<file path="src/source/sub_board_pkg.sv">
/*
  Board geometry and cell encoding for the 6 by 6 submarine grid.
  A cell sits at index x*6+y. Coordinates are 3 bits wide, so 6 and 7 can
  reach the design and must be range checked by whoever accepts them.
*/
package sub_board_pkg;

    localparam int BOARD_DIM  = 6;
    localparam int CELL_COUNT = BOARD_DIM * BOARD_DIM;

    typedef logic [2:0] coord_t;                          // one grid coordinate
    typedef logic [$clog2(CELL_COUNT)-1:0] cell_idx_t;    // flat cell index

    // a wreck is a ship cell that has already been struck
    typedef enum logic [1:0] {
        CELL_WATER = 2'd0,
        CELL_SHIP  = 2'd1,
        CELL_WRECK = 2'd2
    } cell_t;

    typedef cell_t [CELL_COUNT-1:0] board_t;         // whole board with cell 0 in the low bits
    typedef logic [CELL_COUNT-1:0]  cell_mask_t;     // one flag per cell

    // flat index of an in-range coordinate pair
    function automatic cell_idx_t cell_index(coord_t x, coord_t y);
        return cell_idx_t'(int'(x) * BOARD_DIM + int'(y));
    endfunction

endpackage
</file>
<file path="src/source/sub_maps_pkg.sv">
/*
  The four preset maps and their live-cell counts.
  Submarines are straight, 1 to 4 cells long, and never touch each other,
  not even at a corner. The sink check relies on that spacing.
*/
package sub_maps_pkg;

    localparam int MAP_COUNT = 4;

    typedef logic [$clog2(MAP_COUNT)-1:0] map_sel_t;
    typedef logic [5:0] live_count_t;

    // ship cells per map as one 6-bit group per x (x5 first) with y5 at the left of a group
    //
    //   map 0        map 1        map 2        map 3
    //   x0 SSS...    x0 .S...S    x0 SSSS..    x0 S.S.S.
    //   x1 ....S.    x1 .....S    x1 .....S    x1 ......
    //   x2 S...S.    x2 S....S    x2 S....S    x2 SS.S.S
    //   x3 ......    x3 S.S...    x3 S.S...    x3 ......
    //   x4 .SSSS.    x4 ..S...    x4 S...S.    x4 S.SSS.
    //   x5 ......    x5 ..S.SS    x5 ....S.    x5 ......
    localparam sub_board_pkg::cell_mask_t [MAP_COUNT-1:0] SHIP_MASK = {
        36'b000000_011101_000000_101011_000000_010101,   // map 3
        36'b010000_010001_000101_100001_100000_001111,   // map 2
        36'b110100_000100_000101_100001_100000_100010,   // map 1
        36'b000000_011110_000000_010001_010000_000111    // map 0
    };

    // turns a ship mask into a board of water and ship cells
    function automatic sub_board_pkg::board_t expand_map(sub_board_pkg::cell_mask_t ships);
        sub_board_pkg::board_t b;
        for (int i = 0; i < sub_board_pkg::CELL_COUNT; i++) begin
            b[i] = ships[i] ? sub_board_pkg::CELL_SHIP : sub_board_pkg::CELL_WATER;
        end
        return b;
    endfunction

    localparam sub_board_pkg::board_t [MAP_COUNT-1:0] MAP_TABLE = {
        expand_map(SHIP_MASK[3]),
        expand_map(SHIP_MASK[2]),
        expand_map(SHIP_MASK[1]),
        expand_map(SHIP_MASK[0])
    };

    // live cells at load time, derived from the same masks as the boards
    localparam live_count_t [MAP_COUNT-1:0] MAP_LIVE = {
        live_count_t'($countones(SHIP_MASK[3])),
        live_count_t'($countones(SHIP_MASK[2])),
        live_count_t'($countones(SHIP_MASK[1])),
        live_count_t'($countones(SHIP_MASK[0]))
    };

endpackage

</file>
<file path="src/source/board_if.sv">
/*
  Board image plus a single-cell write port.
  A write lands at the edge where wr_en is high and shows on cells
  from the next cycle on.
*/
`timescale 1ns/1ps

interface board_if;

    sub_board_pkg::board_t cells;       // current board image
    logic                  wr_en;
    sub_board_pkg::coord_t wr_x;
    sub_board_pkg::coord_t wr_y;
    sub_board_pkg::cell_t  wr_cell;     // new state of the written cell

    modport store  (output cells, input wr_en, input wr_x, input wr_y, input wr_cell);
    modport writer (input cells, output wr_en, output wr_x, output wr_y, output wr_cell);
    modport reader (input cells);

endinterface

</file>
<file path="src/source/submarine_top.sv">
/*
  Submarine game top level.
  Shots are taken only while busy is low; a shot offered while busy is lost.
  hit and sink are one-cycle pulses; done is a level cleared by a load.
*/
`timescale 1ns/1ps

module submarine_top (
    input  logic                    clk,
    input  logic                    rstn,
    input  sub_maps_pkg::map_sel_t  init_select,
    input  logic                    select_valid,
    input  sub_board_pkg::coord_t   x,
    input  sub_board_pkg::coord_t   y,
    input  logic                    cord_valid,
    output logic                    busy,
    output logic                    hit,
    output logic                    sink,
    output logic                    done
);

    board_if bus_if ();

    logic                  trace_start;
    logic                  trace_done;
    logic                  alive;
    logic                  cell_struck;
    logic                  ship_sunk;
    sub_board_pkg::coord_t origin_x;
    sub_board_pkg::coord_t origin_y;

    board_store u_store (
        .clk          (clk),
        .rstn         (rstn),
        .init_select  (init_select),
        .select_valid (select_valid),
        .bus          (bus_if.store)
    );

    ship_tracer u_tracer (
        .clk         (clk),
        .rstn        (rstn),
        .bus         (bus_if.reader),
        .trace_start (trace_start),
        .origin_x    (origin_x),
        .origin_y    (origin_y),
        .trace_done  (trace_done),
        .alive       (alive)
    );

    shot_control u_ctrl (
        .clk          (clk),
        .rstn         (rstn),
        .select_valid (select_valid),
        .x            (x),
        .y            (y),
        .cord_valid   (cord_valid),
        .bus          (bus_if.writer),
        .trace_start  (trace_start),
        .origin_x     (origin_x),
        .origin_y     (origin_y),
        .trace_done   (trace_done),
        .alive        (alive),
        .busy         (busy),
        .hit          (hit),
        .cell_struck  (cell_struck),
        .ship_sunk    (ship_sunk)
    );

    game_regs u_regs (
        .clk          (clk),
        .rstn         (rstn),
        .init_select  (init_select),
        .select_valid (select_valid),
        .cell_struck  (cell_struck),
        .ship_sunk    (ship_sunk),
        .sink         (sink),
        .done         (done)
    );

endmodule

</file>
<file path="src/source/game_regs.sv">
/*
  Live-cell counter with the sink and done outputs.
  The count loads from the map table on a load and drops on every strike.
  A sunk submarine with no live cells left raises done instead of sink;
  done holds until the next load or reset.
*/
`timescale 1ns/1ps

module game_regs (
    input  logic                    clk,
    input  logic                    rstn,
    input  sub_maps_pkg::map_sel_t  init_select,
    input  logic                    select_valid,
    input  logic                    cell_struck,
    input  logic                    ship_sunk,
    output logic                    sink,
    output logic                    done
);

    sub_maps_pkg::live_count_t live_cnt;

    always_ff @(posedge clk or negedge rstn) begin
        if (!rstn) begin
            live_cnt <= '0;
            sink     <= 1'b0;
            done     <= 1'b0;
        end else if (select_valid) begin
            live_cnt <= sub_maps_pkg::MAP_LIVE[init_select];
            sink     <= 1'b0;
            done     <= 1'b0;
        end else begin
            if (cell_struck && live_cnt != '0) begin
                live_cnt <= live_cnt - 1'b1;
            end
            sink <= ship_sunk && live_cnt != '0;
            if (ship_sunk && live_cnt == '0) begin
                done <= 1'b1;              // last submarine gone
            end
        end
    end

endmodule

</file>
<file path="src/source/shot_control.sv">
/*
  Shot controller: takes one shot at a time and judges the struck cell.
  Shots while busy, or with a coordinate of 6 or 7, are dropped.
  A miss keeps busy high for one cycle; a strike waits for the tracer.
  hit shows in the first cycle with busy low again.
*/
`timescale 1ns/1ps

module shot_control (
    input  logic                   clk,
    input  logic                   rstn,
    input  logic                   select_valid,
    input  sub_board_pkg::coord_t  x,
    input  sub_board_pkg::coord_t  y,
    input  logic                   cord_valid,
    board_if.writer                bus,
    output logic                   trace_start,
    output sub_board_pkg::coord_t  origin_x,
    output sub_board_pkg::coord_t  origin_y,
    input  logic                   trace_done,
    input  logic                   alive,
    output logic                   busy,
    output logic                   hit,
    output logic                   cell_struck,
    output logic                   ship_sunk
);

    typedef enum logic [1:0] {
        ST_IDLE,
        ST_JUDGE,
        ST_TRACE,
        ST_REPORT
    } state_t;

    state_t                state;
    sub_board_pkg::coord_t shot_x;
    sub_board_pkg::coord_t shot_y;
    logic                  alive_q;
    logic                  accept;
    logic                  is_ship;
    logic                  strike;

    assign accept = cord_valid && !select_valid && state == ST_IDLE &&
                    x < sub_board_pkg::BOARD_DIM && y < sub_board_pkg::BOARD_DIM;

    assign is_ship = bus.cells[sub_board_pkg::cell_index(shot_x, shot_y)] ==
                     sub_board_pkg::CELL_SHIP;
    assign strike  = state == ST_JUDGE && is_ship && !select_valid;

    // the wreck write and the tracer seed share the judge cycle;
    // the tracer only reads the board from the next cycle on
    assign bus.wr_en   = strike;
    assign bus.wr_x    = shot_x;
    assign bus.wr_y    = shot_y;
    assign bus.wr_cell = sub_board_pkg::CELL_WRECK;
    assign trace_start = strike;
    assign cell_struck = strike;
    assign origin_x    = shot_x;
    assign origin_y    = shot_y;
    assign busy        = state != ST_IDLE;

    always_ff @(posedge clk) begin
        if (accept) begin
            shot_x <= x;
            shot_y <= y;
        end
    end

    always_ff @(posedge clk or negedge rstn) begin
        if (!rstn) begin
            state     <= ST_IDLE;
            hit       <= 1'b0;
            ship_sunk <= 1'b0;
            alive_q   <= 1'b0;
        end else if (select_valid) begin   // a load aborts any shot in flight
            state     <= ST_IDLE;
            hit       <= 1'b0;
            ship_sunk <= 1'b0;
            alive_q   <= 1'b0;
        end else begin
            hit       <= 1'b0;
            ship_sunk <= 1'b0;
            case (state)
                ST_IDLE:   if (accept) state <= ST_JUDGE;
                ST_JUDGE:  state <= is_ship ? ST_TRACE : ST_IDLE;   // water or wreck is a miss
                ST_TRACE: begin
                    if (trace_done) begin
                        alive_q   <= alive;
                        ship_sunk <= !alive;   // sink or done lands with the hit slot
                        state     <= ST_REPORT;
                    end
                end
                ST_REPORT: begin
                    hit   <= alive_q;
                    state <= ST_IDLE;
                end
                default:   state <= ST_IDLE;
            endcase
        end
    end

endmodule

</file>
<file path="src/source/ship_tracer.sv">
/*
  Decides whether the submarine under the origin cell still has a live cell.
  The reached mask grows by one ring of wreck cells per cycle.
  Submarines never touch, so the flood stays inside the struck submarine.
  trace_done comes 1 to 5 cycles after trace_start; a new start restarts it.
*/
`timescale 1ns/1ps

module ship_tracer (
    input  logic                   clk,
    input  logic                   rstn,
    board_if.reader                bus,
    input  logic                   trace_start,
    input  sub_board_pkg::coord_t  origin_x,
    input  sub_board_pkg::coord_t  origin_y,
    output logic                   trace_done,
    output logic                   alive
);

    logic                     running;
    sub_board_pkg::cell_mask_t reached;
    sub_board_pkg::cell_mask_t near;     // side or corner neighbor of a reached cell
    sub_board_pkg::cell_mask_t wreck;
    sub_board_pkg::cell_mask_t ship;
    sub_board_pkg::cell_mask_t grow;

    always_comb begin
        int nx;
        int ny;
        near = '0;
        for (int i = 0; i < sub_board_pkg::BOARD_DIM; i++) begin
            for (int j = 0; j < sub_board_pkg::BOARD_DIM; j++) begin
                for (int dx = -1; dx <= 1; dx++) begin
                    for (int dy = -1; dy <= 1; dy++) begin
                        nx = i + dx;
                        ny = j + dy;
                        if (nx >= 0 && nx < sub_board_pkg::BOARD_DIM &&
                            ny >= 0 && ny < sub_board_pkg::BOARD_DIM) begin
                            if (reached[nx*sub_board_pkg::BOARD_DIM+ny]) begin
                                near[i*sub_board_pkg::BOARD_DIM+j] = 1'b1;
                            end
                        end
                    end
                end
            end
        end
    end

    always_comb begin
        for (int i = 0; i < sub_board_pkg::CELL_COUNT; i++) begin
            wreck[i] = (bus.cells[i] == sub_board_pkg::CELL_WRECK);
            ship[i]  = (bus.cells[i] == sub_board_pkg::CELL_SHIP);
        end
    end

    assign grow = near & wreck & ~reached;   // new wreck cells of this submarine

    always_ff @(posedge clk or negedge rstn) begin
        if (!rstn) begin
            running    <= 1'b0;
            reached    <= '0;
            trace_done <= 1'b0;
            alive      <= 1'b0;
        end else if (trace_start) begin
            running    <= 1'b1;
            reached    <= sub_board_pkg::cell_mask_t'(1) <<
                          sub_board_pkg::cell_index(origin_x, origin_y);
            trace_done <= 1'b0;
            alive      <= 1'b0;
        end else if (running) begin
            if (|(near & ship)) begin          // a live cell touches the wreck chain
                running    <= 1'b0;
                trace_done <= 1'b1;
                alive      <= 1'b1;
            end else if (grow == '0) begin     // chain exhausted with nothing live left
                running    <= 1'b0;
                trace_done <= 1'b1;
                alive      <= 1'b0;
            end else begin
                reached    <= reached | grow;
            end
        end else begin
            trace_done <= 1'b0;
        end
    end

endmodule

</file>
<file path="src/source/board_store.sv">
/*
  Register array holding the whole board.
  A map load wins over a cell write in the same cycle.
  Writes assume in-range coordinates; the shot controller checks them.
*/
`timescale 1ns/1ps

module board_store (
    input  logic                    clk,
    input  logic                    rstn,
    input  sub_maps_pkg::map_sel_t  init_select,
    input  logic                    select_valid,
    board_if.store                  bus
);

    sub_board_pkg::cell_idx_t wr_idx;

    assign wr_idx = sub_board_pkg::cell_index(bus.wr_x, bus.wr_y);

    always_ff @(posedge clk or negedge rstn) begin
        if (!rstn) begin
            bus.cells <= '{default: sub_board_pkg::CELL_WATER};   // empty sea
        end else if (select_valid) begin
            bus.cells <= sub_maps_pkg::MAP_TABLE[init_select];
        end else if (bus.wr_en) begin
            bus.cells[wr_idx] <= bus.wr_cell;
        end
    end

endmodule

</file>
<file path="config.mk">
export PLATFORM = sky130hd
export DESIGN_NAME = submarine_top
export DESIGN_NICKNAME = d
export VERILOG_FILES = /design/src/source/sub_board_pkg.sv /design/src/source/sub_maps_pkg.sv /design/src/source/board_if.sv /design/src/source/submarine_top.sv /design/src/source/game_regs.sv /design/src/source/shot_control.sv /design/src/source/ship_tracer.sv /design/src/source/board_store.sv
export SDC_FILE = /design/constraint.sdc
export NUM_CORES = 1
export LEC_CHECK = 0
export BUFFER_PORTS_ARGS = -buffer_cell sky130_fd_sc_hd__buf_2
export CAP_MARGIN = 40
export CORE_MARGIN = 1
export CORE_UTILIZATION = 30
export DETAILED_ROUTE_END_ITERATION = 16
export PLACE_DENSITY = 0.51
export SLEW_MARGIN = 5
export SYNTH_ARGS = -nofsm -noshare
export SYNTH_HDL_FRONTEND = slang
export SYNTH_HIERARCHICAL = 1
export SYNTH_SLANG_ARGS = --single-unit
</file>
<file path="constraint.sdc">
create_clock -name clk -period 5.1 [get_ports clk]
set_input_delay 0.51 -clock clk [delete_from_list [all_inputs] [get_ports clk]]
set_output_delay 0.51 -clock clk [all_outputs]
set_load 0.01 [all_outputs]
</file>
## Word-level counts from Yosys, hierarchy flattened

Cells that the tools add are included.
W data, S select, Z words.

| operators by class | value |
|---|---|
| add/sub/neg operators | 2 |
| multipliers | 1 |
| div/mod/pow operators | 0 |
| order comparisons | 5 |
| equal/unequal tests | 81 |
| shifts and indexed selects | 1 |
| muxes and demuxes | 258 |
| bitwise operators | 8 |
| reductions and logical operators | 29 |

Operators by type and width:

| kind | number |
|---|---|
| $mux W1 | 237 |
| $mux W72 | 3 |
| $and A36 B36 Y36 | 4 |
| $bmux W72 S2 | 1 |
| $mux W36 | 4 |
| $eq A2 B1 Y1 const B | 38 |
| $eq A2 B2 Y1 const B | 38 |
| $not A36 Y36 | 2 |
| $or A36 B36 Y36 | 2 |
| $logic_not A36 Y1 | 1 |
| $reduce_or A36 Y1 | 1 |
| $shl A1 B6 Y36 const A | 1 |
| $mux W6 | 3 |
| $reduce_bool A2 Y1 | 7 |
| $bmux W2 S6 | 1 |
| $bmux W6 S2 | 1 |
| $demux W2 S6 | 1 |
| $mux W2 | 6 |
| $logic_and A1 B1 Y1 | 10 |
| $pmux W2 S4 | 1 |
| $lt A6 B7 Y1 const B | 1 |
| $add A6 B4 Y6 | 1 |
| $ge A6 B1 Y1 const B | 1 |
| $logic_not A6 Y1 | 1 |
| 14 further kinds | 19 |

| storage, ports and cells | value |
|---|---|
| bits in registers | 130 |
| bits in latches | 0 |
| memory bits (writable) | 0 |
| ROM bits | 0 |
| output and inout port bits | 4 |
| logic and storage cells | 434 |
| memories | 0 |

## Longest topological paths before layout

| logic depth | value |
|---|---|
| depth in word-level cells | 16 |
| depth in mapped cells | 16 |
| mapped depth without buffers | 14 |

## Hierarchy

The synthesis kept the hierarchy.

Modules (own cells, without submodules):

| module | instances | cells each | area an instance (sq um) | seq. area each (sq um) |
|---|---|---|---|---|
| board_store | 1 | 406 | 3967.6 | 1801.7 |
| ship_tracer | 1 | 480 | 3784.9 | 975.9 |
| shot_control | 1 | 160 | 1338.8 | 305.3 |
| game_regs | 1 | 49 | 495.5 | 200.2 |

## Worst setup path after synthesis

No wires, ideal clock.

| timing path | value |
|---|---|
| path type | register to register |
| start | reg u_ctrl.shot_x[2] (netlist: u_ctrl/bus.wr_x[2]) |
| end | reg u_store.bus.cells[24] |
| arrival time | 3.705 ns |
| required time | 4.966 ns |
| path slack | 1.261 ns |
| stages on the path, launching flop included | 15 |
| path buffers | 1 |
| period minus slack after synthesis | 3.839 ns |
| path through | edfxtp_1 inv_1 fa_1 or3b_2 o31ai_1 nand4_1 o32ai_1 nor3_1 o21ai_0 buf_2 nor4b_2 nand3_1 o21ai_1 mux2i_1 nand2_1 |

| between the ends | value |
|---|---|
| elaborated cells between the ends (all ways) | 17 |
| those cells by class | 1 x add/sub; 1 x mul; 2 x order compare; 1 x eq/ne; 6 x mux; 2 x bitwise; 4 x reduce/logical |

RTL lines:

| item | line | text |
|---|---|---|
| start, declared | shot_control.sv:36 | `sub_board_pkg::coord_t shot_x;` |
| start signal, assigned | shot_control.sv:64 | `shot_x <= x;` |
| $mul A3 B2 Y5 | sub_board_pkg.sv:26 | `return cell_idx_t'(int'(x) * BOARD_DIM + int'(y));` |
| $add A6 B4 Y6 | sub_board_pkg.sv:26 |  |
| $bmux W2 S6 | shot_control.sv:46 | `assign is_ship = bus.cells[sub_board_pkg::cell_index(shot_x, shot_y)] ==` |
| $mux W2 (implied by the code) | shot_control.sv:46 |  |
| $eq A2 B1 Y1 | shot_control.sv:46 |  |
| $logic_and A1 B1 Y1 (2 in series) | shot_control.sv:48 | `assign strike = state == ST_JUDGE && is_ship && !select_valid;` |
| named net bus_if.wr_en | board_if.sv:11 | `logic wr_en;` |
| $reduce_bool A2 Y1 (no source line) | - |  |
| end signal, assigned | board_store.sv:24 | `bus.cells <= sub_maps_pkg::MAP_TABLE[init_select];` |
| end signal, assigned by index | board_store.sv:26 | `bus.cells[wr_idx] <= bus.wr_cell;` |
| end, declared | board_if.sv:16 | `modport store (output cells, input wr_en, input wr_x, input wr_y, input wr_cell);` |

The timed path passes the listed nets, and every way through them passes these cells. The select of a mux whose other input is x is not followed.
A chain may end at the register's enable or synchronous reset.

## Final worst setup path

| timing path | value |
|---|---|
| start | reg u_ctrl.shot_x[0] (netlist: u_ctrl/bus.wr_x[0]) |
| end | reg u_store.bus.cells[24] |

Same word-level chain as after synthesis.

==> flow_summary.json <==
{
  "ys.flop_type": "dfrtp_1",
  "track_usage_pct": 22.07,
  "grt_start_max_net_pins": 50,
  "syn2layout_area_growth_pct": 9.384,
  "synthMuxAreaShare_pct": 4.085,
  "synth_compound_area_share_pct": 23.40,
  "r2r-start": "u_ctrl/bus.wr_x[0]",
  "rr_worst_depth": 13,
  "synthCells": 1095,
  "yosysMostFrequentCell": "dfrtp_1",
  "syn-num-nets": 1138,
  "routed_wirelength_um": 35490,
  "reg2reg_to": "u_store/bus.cells[24]",
  "core_sq_mm": 0.03147,
  "postLayoutCellArea_sq_mm": 0.01049,
  "cts_tree": "yes",
  "synth_xor_area_share_pct": 1.344,
  "fmax_mhz": 220.7,
  "drtIter0Drc": 1035,
  "min_path_type": "in2async",
  "synth_area_sq_mm": 0.009587,
  "postLayoutCoreUtil_pct": 33.32,
  "final-max-slew-violation-count": 0,
  "ys_seq_elements": 130,
  "numCtsBuffers": 17,
  "fillers": 3248,
  "final_period_minus_worst_setup_slack_ns": 4.531,
  "fin_crit_sh_pct": 88.85,
  "setup_viol": 0,
  "cts.sinks": 130,
  "clock_path_buffers": 2,
  "register_area_sq_mm": 0.003283,
  "wl_per_cell_um": 23.74,
  "finalClockSkew_ns": 0.01530,
  "clk_pin_slew_ns": 0.06,
  "synth_top_family_by_area": "simple AND/OR/NAND/NOR gates",
  "dp_hpwl_um": 27000,
  "worst_pin_slew_ns": 0.8591,
  "async_flop_share_pct": 95.38,
  "endpoint_kind": "flip-flop",
  "cp-startpoint": "u_ctrl/bus.wr_x[0]",
  "die_w_um": 180.8,
  "maxCapViolCount": 0,
  "vdd_drop_max_mv": 0.1976,
  "finalNetCount": 1123,
  "antenna_found_initial": 1,
  "synth_area_leader_cell": "dfrtp_1",
  "regToRegSetupSlack_ns": 0.57,
  "overflow": 0,
  "synth_edf_count": 6,
  "ys_top_cells_by_count": "124 x dfrtp_1, 78 x a21oi_1, 78 x nor2_1",
  "cp.arrival_ns": 4.83,
  "power_leakage_nw": 4.010,
  "p_per_area_mw_per_mm2": 257.5,
  "gp_congestion": 0.9851,
  "cts_resized": 0,
  "crit_required_ns": 5.40,
  "cp_max_fo": 21,
  "htree_levels": 4,
  "postCtsSetupBuffers": 0,
  "initial_utilization_pct": 30.46,
  "status": "finished, final reports clean",
  "cp-start-kind": "flip-flop",
  "drive_gt1_share_pct": 12.18,
  "io_buffers": 15,
  "syn_avg_cell_area_sq_um": 8.755,
  "die_h_um": 180.8,
  "drc": 0,
  "synth_cell_types": 97,
  "worstSetupPathType": "reg2reg",
  "clk_latency_ns": 0.43,
  "cts_hold_buf": 0,
  "synth_adder_area_share_pct": 4.516,
  "setup_tns_ns": 0,
  "hold_violations": 0,
  "firstDrtPassIters": 6,
  "yosys_warnings": 6,
  "fp.dieArea_sq_mm": 0.03267,
  "multi_input_area_sq_mm": 0.005617,
  "ys_top_cells_by_area": "dfrtp_1 32%, a21oi_1 4.1%, mux2i_1 3.3%, ha_1 3.3%, nor2_1 3.1%",
  "yosys.area.top_type_share_pct": 32.37,
  "viasPerCell": 5.858,
  "yosysSeqAreaShare_pct": 34.25,
  "placed_area_sq_mm": 0.009894,
  "grt_pass1_vias": 8298,
  "synth-simple-area-share_pct": 25.05,
  "io_pins": 16,
  "grt_pass1_wl_um": 54070,
  "cts_root_buf": "clkbuf_16",
  "rsz0062_at_grt": "no",
  "fp-row-count": 65,
  "vias": 8757,
  "max_slew_margin_pct": 42.29,
  "postRouteAntennaNets": 0
}
registers in the layout, indices dropped and copies added, names as in the netlist, 2 cells and up:
register	count
u_ctrl/state	2
u_ctrl/bus.wr_y	3
u_ctrl/bus.wr_x	3
u_store/bus.cells	72
u_regs/live_cnt	6
u_tracer/reached	36
through the flow:
step / hold slack [ns] / std cells / worst slack, ns / power (mW)
after detailed placement: 0.4858 / 1463 / 0.6078 / 1.445
final: 0.03791 / 1495 / 0.5687 / 2.701
after global placement: 0.4943 / 1461 / 0.5793 / 1.445
after floorplan: 0.2144 / 1095 / 1.261 / 1.332
after global routing: 0.07330 / 1494 / 0.1018 / 2.789
after CTS: 0.05210 / 1494 / 0.5867 / 2.711
worst max-delay path by stage:
stage / cells past startpoint / to
finish: 13 / u_store/bus.cells[24]
global route: 13 / u_store/bus.cells[24]
CTS: 14 / u_store/bus.cells[23]
detailed placement: 14 / u_store/bus.cells[23]
global placement: 14 / u_store/bus.cells[23]
floorplan: 14 / u_store/bus.cells[24]
layer usage:
layer	track usage (%)	routed length (um)
met3	3.790	2147
met2	33.20	15720
met1	31.21	16290
met4	8.855	1319
met5	0	11
kinds of logic (layout without fill, tap and decap cells):
family	after synthesis	count (layout)
AND/OR/NAND/NOR	417	417
AO/OA/AOI/OAI	331	331
buffers and inverters	138	135
flip-flops	130	130
multiplexers	36	36
adder cells (fa/ha/maj)	31	31
XOR/XNOR	10	10
other	2	3
critical path: stages (launching register included):
cell,delay (ns)
edfxtp_1,0.51
ha_1,0.76
buf_4,0.26
nand2_1,0.06
o2bb2ai_1,0.36
o221ai_1,0.18
nor4_1,0.35
nor3_1,0.16
o21ai_4,0.28
nor4b_2,0.65
nand3_1,0.19
o21ai_1,0.33
mux2i_1,0.23
nand2_1,0.07
area by class of cell:
class / instances / area share (%)
repair buffers: 34 / 2.184
clock inverters: 13 / 1.432
inverters: 70 / 2.506
clock buffers: 18 / 4.188
well taps: 402 / 4.797
flip-flops and latches: 130 / 31.31
multi-input cells: 827 / 53.56
diodes: 1 / 0.02386
report_power, final:
group,internal [mW],switching [mW]
Combinational,0.106,0.222
Sequential,1.06,0.0431
Clock,0.741,0.524
layout by cell type (no fill, tap or decap), types with 9 or more instances in the layout:
cell	count
o221ai_1	12
o21a_1	11
a31oi_1	40
buf_4	17
a211oi_1	14
nand2b_1	43
o21ai_0	36
nor2_1	78
o21ai_1	43
mux2i_1	32
nor2b_1	23
a21oi_1	78
ha_1	25
nand4_1	28
inv_1	68
dfrtp_1	124
nor3b_1	14
nor3_1	32
buf_2	15
nand3b_1	11
clkbuf_16	17
nand3_1	40
nor4_1	15
a2111oi_0	9
nand2_1	74
a311oi_1	14
Power figures use the tool's default switching activity.
